<file path="src/include/cpuSettings_settings.svh">
`ifndef CPU_SETTINGS_SVH
`define CPU_SETTINGS_SVH

// word size of the data path and the address bus.
`define DATA_WIDTH 16

// number of general purpose registers.
`define REG_COUNT 4

// pc value loaded while rstN is low.
`define RESET_VECTOR 16'h0000

`endif

</file>
<file path="src/verilog/cpuPkg.sv">
`default_nettype none

`include "cpuSettings_settings.svh"

package cpuPkg;

	typedef logic [`DATA_WIDTH-1:0] word_t;          // data or address word.
	typedef logic [$clog2(`REG_COUNT)-1:0] regIdx_t; // register number.
	typedef logic [3:0] flags_t;                      // {parity, sign, carry, zero}.

	// bit positions inside flags_t
	localparam int FLAG_ZERO = 0;
	localparam int FLAG_CARRY = 1;
	localparam int FLAG_SIGN = 2;
	localparam int FLAG_PARITY = 3;

	typedef enum logic [2:0] {
		MOV, ADD, SUB, AND, OR, XOR, SHL, CMP
	} aluOp_t;

	typedef enum logic [1:0] {
		GENERAL, ALU, LDST, JUMP
	} group_t;

	typedef enum logic [1:0] {
		FETCH, DECODE, EXECUTE, COMMIT
	} phase_t;

	localparam logic [2:0] GEN_HALT = 3'b001; // the only general op that is not a nop.

	// values of the jump condition field in instr[13:12].
	localparam logic [1:0] COND_ALWAYS = 2'b00;
	localparam logic [1:0] COND_ZERO = 2'b01;
	localparam logic [1:0] COND_CARRY = 2'b10;
	localparam logic [1:0] COND_SIGN = 2'b11;

endpackage

`default_nettype wire

</file>
<file path="src/verilog/alu.sv">
`default_nettype none

`include "cpuSettings_settings.svh"

module alu (
	input wire CLK,
	input wire rstN,
	input wire commit,
	input wire cpuPkg::word_t rdA,
	input wire cpuPkg::word_t rdB,
	input wire cpuPkg::aluOp_t aluOp,
	input wire useImm,
	input wire [3:0] imm,
	input wire flagWrite,
	output cpuPkg::word_t result,
	output cpuPkg::flags_t flags
);
	import cpuPkg::*;

	word_t opB;
	logic [`DATA_WIDTH:0] wide; // carry or borrow in the top bit.
	flags_t nextFlags;

	assign opB = useImm ? word_t'(imm) : rdB;

	always_comb begin
		case (aluOp)
			MOV: wide = {1'b0, opB};
			ADD: wide = {1'b0, rdA} + {1'b0, opB};
			SUB: wide = {1'b0, rdA} - {1'b0, opB};
			CMP: wide = {1'b0, rdA} - {1'b0, opB};
			AND: wide = {1'b0, rdA & opB};
			OR: wide = {1'b0, rdA | opB};
			XOR: wide = {1'b0, rdA ^ opB};
			SHL: wide = {opB, 1'b0}; // bit 15 falls into carry.
			default: wide = {1'b0, opB};
		endcase
	end

	assign result = wide[`DATA_WIDTH-1:0];

	always_comb begin
		nextFlags[FLAG_ZERO] = (result == '0);
		nextFlags[FLAG_CARRY] = wide[`DATA_WIDTH]; // logic ops leave this at zero.
		nextFlags[FLAG_SIGN] = result[`DATA_WIDTH-1];
		nextFlags[FLAG_PARITY] = ~^result; // even number of ones.
	end

	always_ff @(posedge CLK) begin
		if (!rstN)
			flags <= '0;
		else if (commit && flagWrite)
			flags <= nextFlags;
	end

endmodule

`default_nettype wire

</file>
<file path="src/verilog/busController.sv">
`default_nettype none

module busController (
	input wire CLK,
	input wire rstN,
	input wire fetch,
	input wire execute,
	input wire cpuPkg::word_t pc,
	input wire cpuPkg::word_t rdA,
	input wire cpuPkg::word_t rdB,
	input wire memRead,
	input wire memWrite,
	input wire cpuPkg::word_t din,
	output cpuPkg::word_t addr,
	output cpuPkg::word_t dout,
	output logic rdN,
	output logic wrN,
	output cpuPkg::word_t loadData
);
	logic loadCycle;
	logic storeCycle;

	assign loadCycle = execute && memRead;
	assign storeCycle = execute && memWrite;

	// register B points at memory for data accesses, pc otherwise.
	assign addr = (loadCycle || storeCycle) ? rdB : pc;

	assign dout = storeCycle ? rdA : '0; // quiet outside a store.

	assign rdN = !(fetch || loadCycle);
	assign wrN = !storeCycle;

	always_ff @(posedge CLK) begin
		if (!rstN)
			loadData <= '0;
		else if (loadCycle)
			loadData <= din; // written back at commit.
	end

endmodule

`default_nettype wire

</file>
<file path="src/verilog/core.sv">
`default_nettype none

module core (
	input wire CLK,
	input wire rstN,
	input wire cpuPkg::word_t din,
	output cpuPkg::word_t addr,
	output cpuPkg::word_t dout,
	output logic rdN,
	output logic wrN,
	output logic fetch,
	output logic decode,
	output logic execute,
	output logic commit,
	output logic halted
);
	import cpuPkg::*;

	word_t instr;
	logic isHalt;
	regIdx_t regAIdx;
	regIdx_t regBIdx;
	aluOp_t aluOp;
	logic useImm;
	logic [3:0] imm;
	logic regWrite;
	logic flagWrite;
	logic memRead;
	logic memWrite;
	logic branchTaken;
	logic [7:0] branchOffset;
	word_t result;
	flags_t flags;
	word_t rdA;
	word_t rdB;
	word_t loadData;
	word_t pc;

	phaseSequencer phaseSequencerInst (
		.CLK(CLK),
		.rstN(rstN),
		.din(din),
		.isHalt(isHalt),
		.fetch(fetch),
		.decode(decode),
		.execute(execute),
		.commit(commit),
		.instr(instr),
		.halted(halted)
	);

	instructionDecoder instructionDecoderInst (
		.instr(instr),
		.flags(flags),
		.regAIdx(regAIdx),
		.regBIdx(regBIdx),
		.aluOp(aluOp),
		.useImm(useImm),
		.imm(imm),
		.regWrite(regWrite),
		.flagWrite(flagWrite),
		.memRead(memRead),
		.memWrite(memWrite),
		.branchTaken(branchTaken),
		.branchOffset(branchOffset),
		.isHalt(isHalt)
	);

	alu aluInst (
		.CLK(CLK),
		.rstN(rstN),
		.commit(commit),
		.rdA(rdA),
		.rdB(rdB),
		.aluOp(aluOp),
		.useImm(useImm),
		.imm(imm),
		.flagWrite(flagWrite),
		.result(result),
		.flags(flags)
	);

	registerFile registerFileInst (
		.CLK(CLK),
		.rstN(rstN),
		.regAIdx(regAIdx),
		.regBIdx(regBIdx),
		.we(regWrite && commit),
		.wrData(memRead ? loadData : result), // load data or alu result.
		.rdA(rdA),
		.rdB(rdB)
	);

	programCounter programCounterInst (
		.CLK(CLK),
		.rstN(rstN),
		.commit(commit),
		.branchTaken(branchTaken),
		.branchOffset(branchOffset),
		.pc(pc)
	);

	busController busControllerInst (
		.CLK(CLK),
		.rstN(rstN),
		.fetch(fetch),
		.execute(execute),
		.pc(pc),
		.rdA(rdA),
		.rdB(rdB),
		.memRead(memRead),
		.memWrite(memWrite),
		.din(din),
		.addr(addr),
		.dout(dout),
		.rdN(rdN),
		.wrN(wrN),
		.loadData(loadData)
	);

endmodule

`default_nettype wire

</file>
<file path="src/verilog/instructionDecoder.sv">
`default_nettype none

module instructionDecoder (
	input wire cpuPkg::word_t instr,
	input wire cpuPkg::flags_t flags,
	output cpuPkg::regIdx_t regAIdx,
	output cpuPkg::regIdx_t regBIdx,
	output cpuPkg::aluOp_t aluOp,
	output logic useImm,
	output logic [3:0] imm,
	output logic regWrite,
	output logic flagWrite,
	output logic memRead,
	output logic memWrite,
	output logic branchTaken,
	output logic [7:0] branchOffset,
	output logic isHalt
);
	import cpuPkg::*;

	group_t group;
	logic condMet;
	logic isStore;

	assign group = group_t'(instr[15:14]);
	assign isStore = instr[12]; // load/store direction.

	// fields sit at fixed positions in every group.
	assign regAIdx = instr[7:6];
	assign regBIdx = instr[5:4];
	assign aluOp = aluOp_t'(instr[12:10]);
	assign imm = instr[3:0];
	assign branchOffset = instr[7:0]; // signed word count.

	always_comb begin
		case (instr[13:12])
			COND_ZERO: condMet = flags[FLAG_ZERO];
			COND_CARRY: condMet = flags[FLAG_CARRY];
			COND_SIGN: condMet = flags[FLAG_SIGN];
			default: condMet = 1'b1; // always.
		endcase
	end

	always_comb begin
		useImm = 1'b0;
		regWrite = 1'b0;
		flagWrite = 1'b0;
		memRead = 1'b0;
		memWrite = 1'b0;
		branchTaken = 1'b0;
		isHalt = 1'b0;
		case (group)
			GENERAL: begin
				isHalt = (instr[10:8] == GEN_HALT);
			end
			ALU: begin
				useImm = instr[13];
				regWrite = (aluOp != CMP); // compare only sets flags.
				flagWrite = (aluOp != MOV);
			end
			LDST: begin
				memRead = !isStore;
				memWrite = isStore;
				regWrite = !isStore; // loaded word goes to register A.
			end
			JUMP: begin
				branchTaken = condMet ^ instr[11]; // negate bit inverts the test.
			end
			default: begin
				isHalt = 1'b0;
			end
		endcase
	end

endmodule

`default_nettype wire

</file>
<file path="src/verilog/phaseSequencer.sv">
`default_nettype none

module phaseSequencer (
	input wire CLK,
	input wire rstN,
	input wire cpuPkg::word_t din,
	input wire isHalt,
	output logic fetch,
	output logic decode,
	output logic execute,
	output logic commit,
	output cpuPkg::word_t instr,
	output logic halted
);
	import cpuPkg::*;

	phase_t phase;
	logic started; // set by the first edge after reset.
	logic running;

	assign running = started && !halted;

	always_ff @(posedge CLK) begin
		if (!rstN) begin
			phase <= FETCH;
			started <= 1'b0;
			halted <= 1'b0;
		end else begin
			started <= 1'b1;
			if (commit && isHalt)
				halted <= 1'b1; // stays set until reset.
			if (running) begin
				case (phase)
					FETCH: phase <= DECODE;
					DECODE: phase <= EXECUTE;
					EXECUTE: phase <= COMMIT;
					default: phase <= FETCH;
				endcase
			end
		end
	end

	always_ff @(posedge CLK) begin
		if (fetch)
			instr <= din; // word read at pc.
	end

	assign fetch = running && (phase == FETCH);
	assign decode = running && (phase == DECODE);
	assign execute = running && (phase == EXECUTE);
	assign commit = running && (phase == COMMIT);

endmodule

`default_nettype wire

</file>
<file path="src/verilog/programCounter.sv">
`default_nettype none

`include "cpuSettings_settings.svh"

module programCounter (
	input wire CLK,
	input wire rstN,
	input wire commit,
	input wire branchTaken,
	input wire [7:0] branchOffset,
	output cpuPkg::word_t pc
);
	import cpuPkg::*;

	word_t seqPc;
	word_t byteOffset;
	word_t target;

	assign seqPc = pc + word_t'(2); // next word.

	// sign extend and turn the word count into bytes.
	assign byteOffset = {{(`DATA_WIDTH-9){branchOffset[7]}}, branchOffset, 1'b0};

	assign target = seqPc + byteOffset; // relative to the following instruction.

	always_ff @(posedge CLK) begin
		if (!rstN) begin
			pc <= `RESET_VECTOR;
		end else if (commit) begin
			if (branchTaken)
				pc <= target;
			else
				pc <= seqPc;
		end
	end

endmodule

`default_nettype wire

</file>
<file path="src/verilog/registerFile.sv">
`default_nettype none

`include "cpuSettings_settings.svh"

module registerFile (
	input wire CLK,
	input wire rstN,
	input wire cpuPkg::regIdx_t regAIdx,
	input wire cpuPkg::regIdx_t regBIdx,
	input wire we,
	input wire cpuPkg::word_t wrData,
	output cpuPkg::word_t rdA,
	output cpuPkg::word_t rdB
);
	import cpuPkg::*;

	word_t regs [`REG_COUNT];

	always_ff @(posedge CLK) begin
		if (!rstN) begin
			for (int i = 0; i < `REG_COUNT; i++)
				regs[i] <= '0;
		end else if (we) begin
			regs[regAIdx] <= wrData; // only register A is ever written.
		end
	end

	// both read ports are asynchronous.
	assign rdA = regs[regAIdx];
	assign rdB = regs[regBIdx];

endmodule

`default_nettype wire
</file>
<file path="config.mk">
export PLATFORM = sky130hd
export DESIGN_NAME = core
export DESIGN_NICKNAME = d
export VERILOG_FILES = /design/src/verilog/cpuPkg.sv /design/src/verilog/alu.sv /design/src/verilog/busController.sv /design/src/verilog/core.sv /design/src/verilog/instructionDecoder.sv /design/src/verilog/phaseSequencer.sv /design/src/verilog/programCounter.sv /design/src/verilog/registerFile.sv
export VERILOG_INCLUDE_DIRS = /design/src /design/src/include
export SDC_FILE = /design/constraint.sdc
export NUM_CORES = 1
export LEC_CHECK = 0
export BUFFER_PORTS_ARGS = -buffer_cell sky130_fd_sc_hd__buf_2
export CAP_MARGIN = 20
export CORE_MARGIN = 5
export CORE_UTILIZATION = 55
export DETAILED_ROUTE_END_ITERATION = 8
export PLACE_DENSITY = 0.72
export SLEW_MARGIN = 20
export SYNTH_ARGS = -nofsm -noshare
export SYNTH_HDL_FRONTEND = slang
export SYNTH_SLANG_ARGS = --single-unit
</file>
<file path="constraint.sdc">
create_clock -name CLK -period 6.3 [get_ports CLK]
set_input_delay 0.945 -clock CLK [delete_from_list [all_inputs] [get_ports CLK]]
set_output_delay 0.945 -clock CLK [all_outputs]
set_load 0.1 [all_outputs]
</file>
### Word level (Yosys, flattened, before mapping)

Memories as Yosys holds them, arrays and structs flattened. A register that Yosys moved wholly into a read port is not among the register bits.
Index checks and enable logic that the tools add are counted.

* bits in registers: 55
* RAM bits: 64
* output and inout port bits: 39
* logic and storage cells: 82
* memories: 1

Memories
* registerFileInst.regs: depth 4, bits a word 16, read ports 2, clocked after memory_dff 2, write ports 4, RTL line registerFile.sv:17 `` word_t regs [`REG_COUNT]; ``

* $add $sub $neg: 4
* eq/ne operators: 18
* multiplexer cells: 25
* bitwise logic cells: 4
* reductions and logical operators: 23

Operators with widths (count)
* one-hot mux 17 bit (7 select lines): 1
* 2-to-1 mux 16 bit: 6
* adder 16 x 16 -> 17 bit: 1
* subtractor 16 x 16 -> 17 bit: 1
* adder 16 bit: 1
* adder 16 x 2 -> 16 bit (second input constant): 1
* bitwise AND 16 bit: 1
* zero test 16 bit: 1
* OR 16 bit: 1
* OR reduction 16 bit: 1
* XOR 16 bit: 1
* equality test 2 bit (second input constant): 6
* equality test 3 bit (second input constant): 4
* 2-to-1 mux 1 bit: 12
* logical AND 1 bit: 10
* equality test 2 x 1 -> 1 bit (second input constant): 3
* equality test 3 x 1 -> 1 bit (second input constant): 2
* equality test 3 x 2 -> 1 bit (second input constant): 2
* 2-to-1 mux 2 bit: 3
* one-hot mux 2 bit (3 select lines): 1
* zero test 1 bit: 4
* zero test 2 bit: 2
* zero test 3 bit: 1
* inequality test 3 bit (second input constant): 1
* other kinds (6): 7

### Longest topological paths before layout

* depth in word-level cells: 9
* gate-level depth with buffers: 20

### Hierarchy

A second synthesis with hierarchy kept.

* cells, all modules: 1117
* area, all modules: 10570.1 um^2

By module, submodules not included
* alu: times used 1, cells an instance 461, area each 3229.3 um^2, sequential area each 80.1 um^2
* registerFile: times used 1, cells an instance 203, area each 3163.0 um^2, sequential area each 1921.8 um^2
* programCounter: times used 1, cells an instance 244, area each 1826.8 um^2, sequential area each 300.3 um^2
* busController: times used 1, cells an instance 111, area each 1066.0 um^2, sequential area each 320.3 um^2
* phaseSequencer: times used 1, cells an instance 38, area each 708.2 um^2, sequential area each 560.5 um^2
* instructionDecoder: times used 1, cells an instance 41, area each 321.6 um^2, sequential area each 0.0 um^2
* core: times used 1, cells an instance 19, area each 255.2 um^2, sequential area each 0.0 um^2

### Least setup slack after synthesis

OpenSTA, ideal clock, no wires.

* kind: flip-flop to output port
* from: register phaseSequencerInst.halted
* to: output port addr[13]
* arrival time: 5137 ps
* data required time: 5355 ps
* slack: 218 ps
* cell stages (with the launch flop): 7
* path buffers: 2
* path through: dfxtp_1 -> nor2b_1 -> clkbuf_1 -> and2_0 -> nand2_1 -> clkbuf_1 -> o21ai_0

* cells in the longest elaborated chain, start to end: 6
* elaborated cells between the ends (all ways): 7
* classes of those cells: 1 x mux; 6 x reduce/logical

RTL lines
* start: declaration: RTL line phaseSequencer.sv:13 `output logic halted`
* start signal: assignment: RTL line phaseSequencer.sv:27 `halted <= 1'b0;`
* start signal: assignment: RTL line phaseSequencer.sv:31 `halted <= 1'b1;`
* zero test 1 bit (*): RTL line phaseSequencer.sv:21 `assign running = started && !halted;`
* logical AND 1 bit (*): RTL line phaseSequencer.sv:21
* logical AND 1 bit (*): RTL line phaseSequencer.sv:50 `assign execute = running && (phase == EXECUTE);`
* net execute: RTL line core.sv:13 `output logic execute,`
* logical AND 1 bit, on equally long branches: RTL line busController.sv:23, busController.sv:24
* logical OR 1 bit (*): RTL line busController.sv:27 `assign addr = (loadCycle || storeCycle) ? rdB : pc;`
* 2-to-1 mux 16 bit (*): RTL line busController.sv:27
* end: declaration: RTL line core.sv:7 `output cpuPkg::word_t addr,`

Mark *: on every way through the listed nets, which the timed path passes. The rest lies on a longest branch.

==> impl_metrics.py <==
metrics = {
    "timing": {
        "min_period_ns": 5.23,
        "hold_viol_final": 0,
        "tightest_slew_ns": 0.963,
        "report.final.slew_viol_count": 0,
        "holdWs_ns": 0.457,
        "max_freq_mhz": 191,
        "skew_ns": 0.0120,
        "period_share": 0.830,
        "fin_tns_setup_ns": 0,
        "slew_headroom": 0.354,
        "setup_violations": 0,
        "rsz0062_at_grt": "no",
    },
    "placement": {
        "gp_congestion": 0.971,
        "portBuffers": 56,
        "dp_hpwl_mm": 20.6,
        "postPlaceCellArea_mm2": 0.00959,
    },
    "clocking": {
        "clk_latency_ns": 0.42,
        "cts_resized": 0,
        "cts_sinks": 122,
        "post-cts-setup-buffers": 0,
        "clk_pin_slew_ns": 0.06,
        "cts_hold_buf": 0,
        "cts.htree.levels": 4,
        "cts_tree": "yes",
        "ctsRootBufferMaster": "clkbuf_16",
        "numCtsBuffers": 17,
        "cts_buffer_depth": 2,
    },
    "global_routing": {
        "antenna_found_initial": 0,
        "grt_overflow": 0,
        "grt_max_degree": 28,
        "grt_pass1_vias": 7707,
        "grt_pass1_wl_mm": 43.7,
        "grt_util_all_layers": 0.290,
    },
    "power": {
        "p_leak_nw": 4.33,
        "power_density_mw_per_mm2": 272,
        "total_power_mw": 2.77,
        "peakVddDrop_uv": 224,
    },
    "synthesis": {
        "synth_top_flop_cell": "edfxtp_1",
        "ys_async_sr_fraction": 0,
        "synth.distinct_cells": 73,
        "syn_area_mm2": 0.00916,
        "ys_warn_count": 0,
        "netlist.area_leader.share": 0.262,
        "syn-num-nets": 1093,
        "synthCells": 1002,
        "synth_area_leaders": "edfxtp_1, ha_1, dfxtp_1",
        "synth_edf_count": 80,
        "ys_seq_area_frac": 0.354,
        "synth_seq_cells": 122,
        "syn_avg_cell_area_um2": 9.14,
        "synth.largest_area_cell": "edfxtp_1",
    },
    "route": {
        "vias": 8063,
        "viasPerCell": 6.35,
        "drt_first_pass_iters": 7,
        "postRouteAntennaNets": 0,
        "drc_errors": 0,
        "wire_per_inst_um": 22.0,
        "drt_wl_total_mm": 27.9,
        "drt-initial-drc-count": 1264,
    },
    "floorplanning": {
        "core_area_mm2": 0.0165,
        "die_y_um": 139,
        "start_util": 0.556,
        "fp.dieW_um": 139,
        "ios": 57,
        "rows": 47,
        "die_area_mm2": 0.0193,
    },
    "finish": {
        "nNetsFinal": 1127,
        "final_layout_size_suffix_gt1_frac": 0.148,
        "diodes": 0,
        "final_cell_mix": "nor2_1, nand2_1, a21oi_1, edfxtp_1, ha_1",
        "stdcell_area_mm2": 0.0102,
        "syn_to_final_growth_pct": 11.3,
        "layout_commonest_cell": "nor2_1",
    },
    "worst_setup_path": {
        "arrival_ns": 5.38,
        "r2r_slack_ns": 1.07,
        "crit_path_frequent_cell": "ha_1",
        "crit_family": "compound AO/OA/AOI/OAI gates",
        "crit_fanout": 17,
        "critPathCaptureType": "flop",
        "reg2regPathDepth": 18,
        "cp.required_ns": 6.45,
        "cp_slowest_stage_delay_ns": 0.63,
        "worstPathCellList": "inv_1 > ha_1 > nand2_1 > mux2i_4 > ha_1 > and2_1 > a41o_1 > xnor2_1 > ha_1 > a211oi_1 > nor2_1 > o41ai_1 > o221ai_1 > xnor2_1 > a22oi_1 > nand2_1 > o211ai_1 > nor2_1",
        "cp.buffers_inverters": 1,
        "start_kind": "flop",
        "regToRegEndpoint": "registerFileInst.regs[0][13]$_SDFFCE_PN0P_",
        "crit_type": "flop to flop",
        "slowest_stage": "o41ai_1",
        "worst_r2r_startpoint": "phaseSequencerInst.instr[15]$_DFFE_PP_",
    },
    "hold_path": {
        "hold_path_end": "busControllerInst.loadData[4]$_SDFFE_PN0P_",
        "hold_depth": 2,
        "hold_class": "flop to flop",
        "hp-start": "busControllerInst.loadData[4]$_SDFFE_PN0P_",
    },
    "flow_run": {
        "cap_viol_max_count": 0,
    },
    "run_status": {
        "status": "completed",
    },
}
-- state kept, by name, indices dropped and copies added (netlist names), named ones only --
signal	count
phaseSequencerInst.instr	16
phaseSequencerInst.halted	1
registerFileInst.regs	64
programCounterInst.pc	15
phaseSequencerInst.started	1
busControllerInst.loadData	16
aluInst.flags	3
phaseSequencerInst.phase	2
-- power breakdown --
| group | switching (mW) | total (mW) | internal (mW) | leakage [nW] |
|---|---|---|---|---|
| logic | 0.546 | 0.877 | 0.331 | 2.87 |
| registers | 0.0439 | 0.925 | 0.882 | 1.15 |
| clock network | 0.390 | 0.973 | 0.582 | 0.299 |
| total | 0.980 | 2.77 | 1.79 | 4.33 |
-- metal layers --
| layer | track usage | part of all wire |
|---|---|---|
| met3 | 0.0524 | 0.088 |
| met2 | 0.458 | 0.45 |
| met5 | 0 | 0 |
| met4 | 0.116 | 0.044 |
| met1 | 0.398 | 0.41 |
-- how the worst max path moves through the flow --
stage | start | slack [ns] | depth (start not counted) | to
finish | phaseSequencerInst.instr[15]$_DFFE_PP_ | 1.07 | 18 | registerFileInst.regs[0][13]$_SDFFCE_PN0P_
global route | flop | 0.63 | 16 | registerFileInst.regs[2][13]$_SDFFCE_PN0P_
CTS | flop | 1.17 | 17 | registerFileInst.regs[0][12]$_SDFFCE_PN0P_
detailed placement | flop | 1.18 | 17 | registerFileInst.regs[0][12]$_SDFFCE_PN0P_
global placement | phaseSequencerInst.instr[14]$_DFFE_PP_ | 1.24 | 18 | registerFileInst.regs[1][12]$_SDFFCE_PN0P_
floorplan | phaseSequencerInst.halted$_SDFFE_PN0P_ | 0.22 | 6 | addr[13]
-- cell families (layout without fill, tap and decap cells) --
group	count (synthesis)	in the layout	share of synthesized area
xor+xnor	47	47	0.0450
fa+ha+maj	73	73	0.101
buf+inv	122	169	0.0512
simple gates	341	341	0.167
flops	122	122	0.354
compound gates	235	235	0.165
mux	62	62	0.117
-- layout make-up --
cell class,instances,area [µm²]
Clock buffer,21,503
Multi-Input combinational cell,758,5450
Sequential cell,122,3240
Clock inverter,11,93.8
Timing Repair Buffer,68,370
Inverter,69,259
Tap cell,220,275
Fill cell,1423,6280
-- through the flow --
stage	instances	setup slack [ns]	utilization
after floorplan	1002	0.218	-
after detailed placement	1237	1.18	0.583
final	1269	1.07	0.619
after global routing	1269	0.627	0.619
after global placement	1237	1.24	0.583
after CTS	1269	1.17	0.619
-- cells in the mapped netlist (10+ instances only) --
cell,instances
nor2_1,122
nand2_1,114
a21oi_1,80
edfxtp_1,80
ha_1,71
inv_1,68
o21ai_0,51
clkbuf_1,42
dfxtp_1,42
xnor2_1,26
mux4_2,23
nand3_1,23
mux2_2,21
xor2_1,21
a22o_1,15
and3_1,14
nor3_1,13
a221oi_1,10
-- worst min-delay path: stages, from the launching register on --
cell	delay (ns)
dfxtp_1	0.31
nand2_1	0.05
a21oi_1	0.05
(Power assumes the default switching activity.)
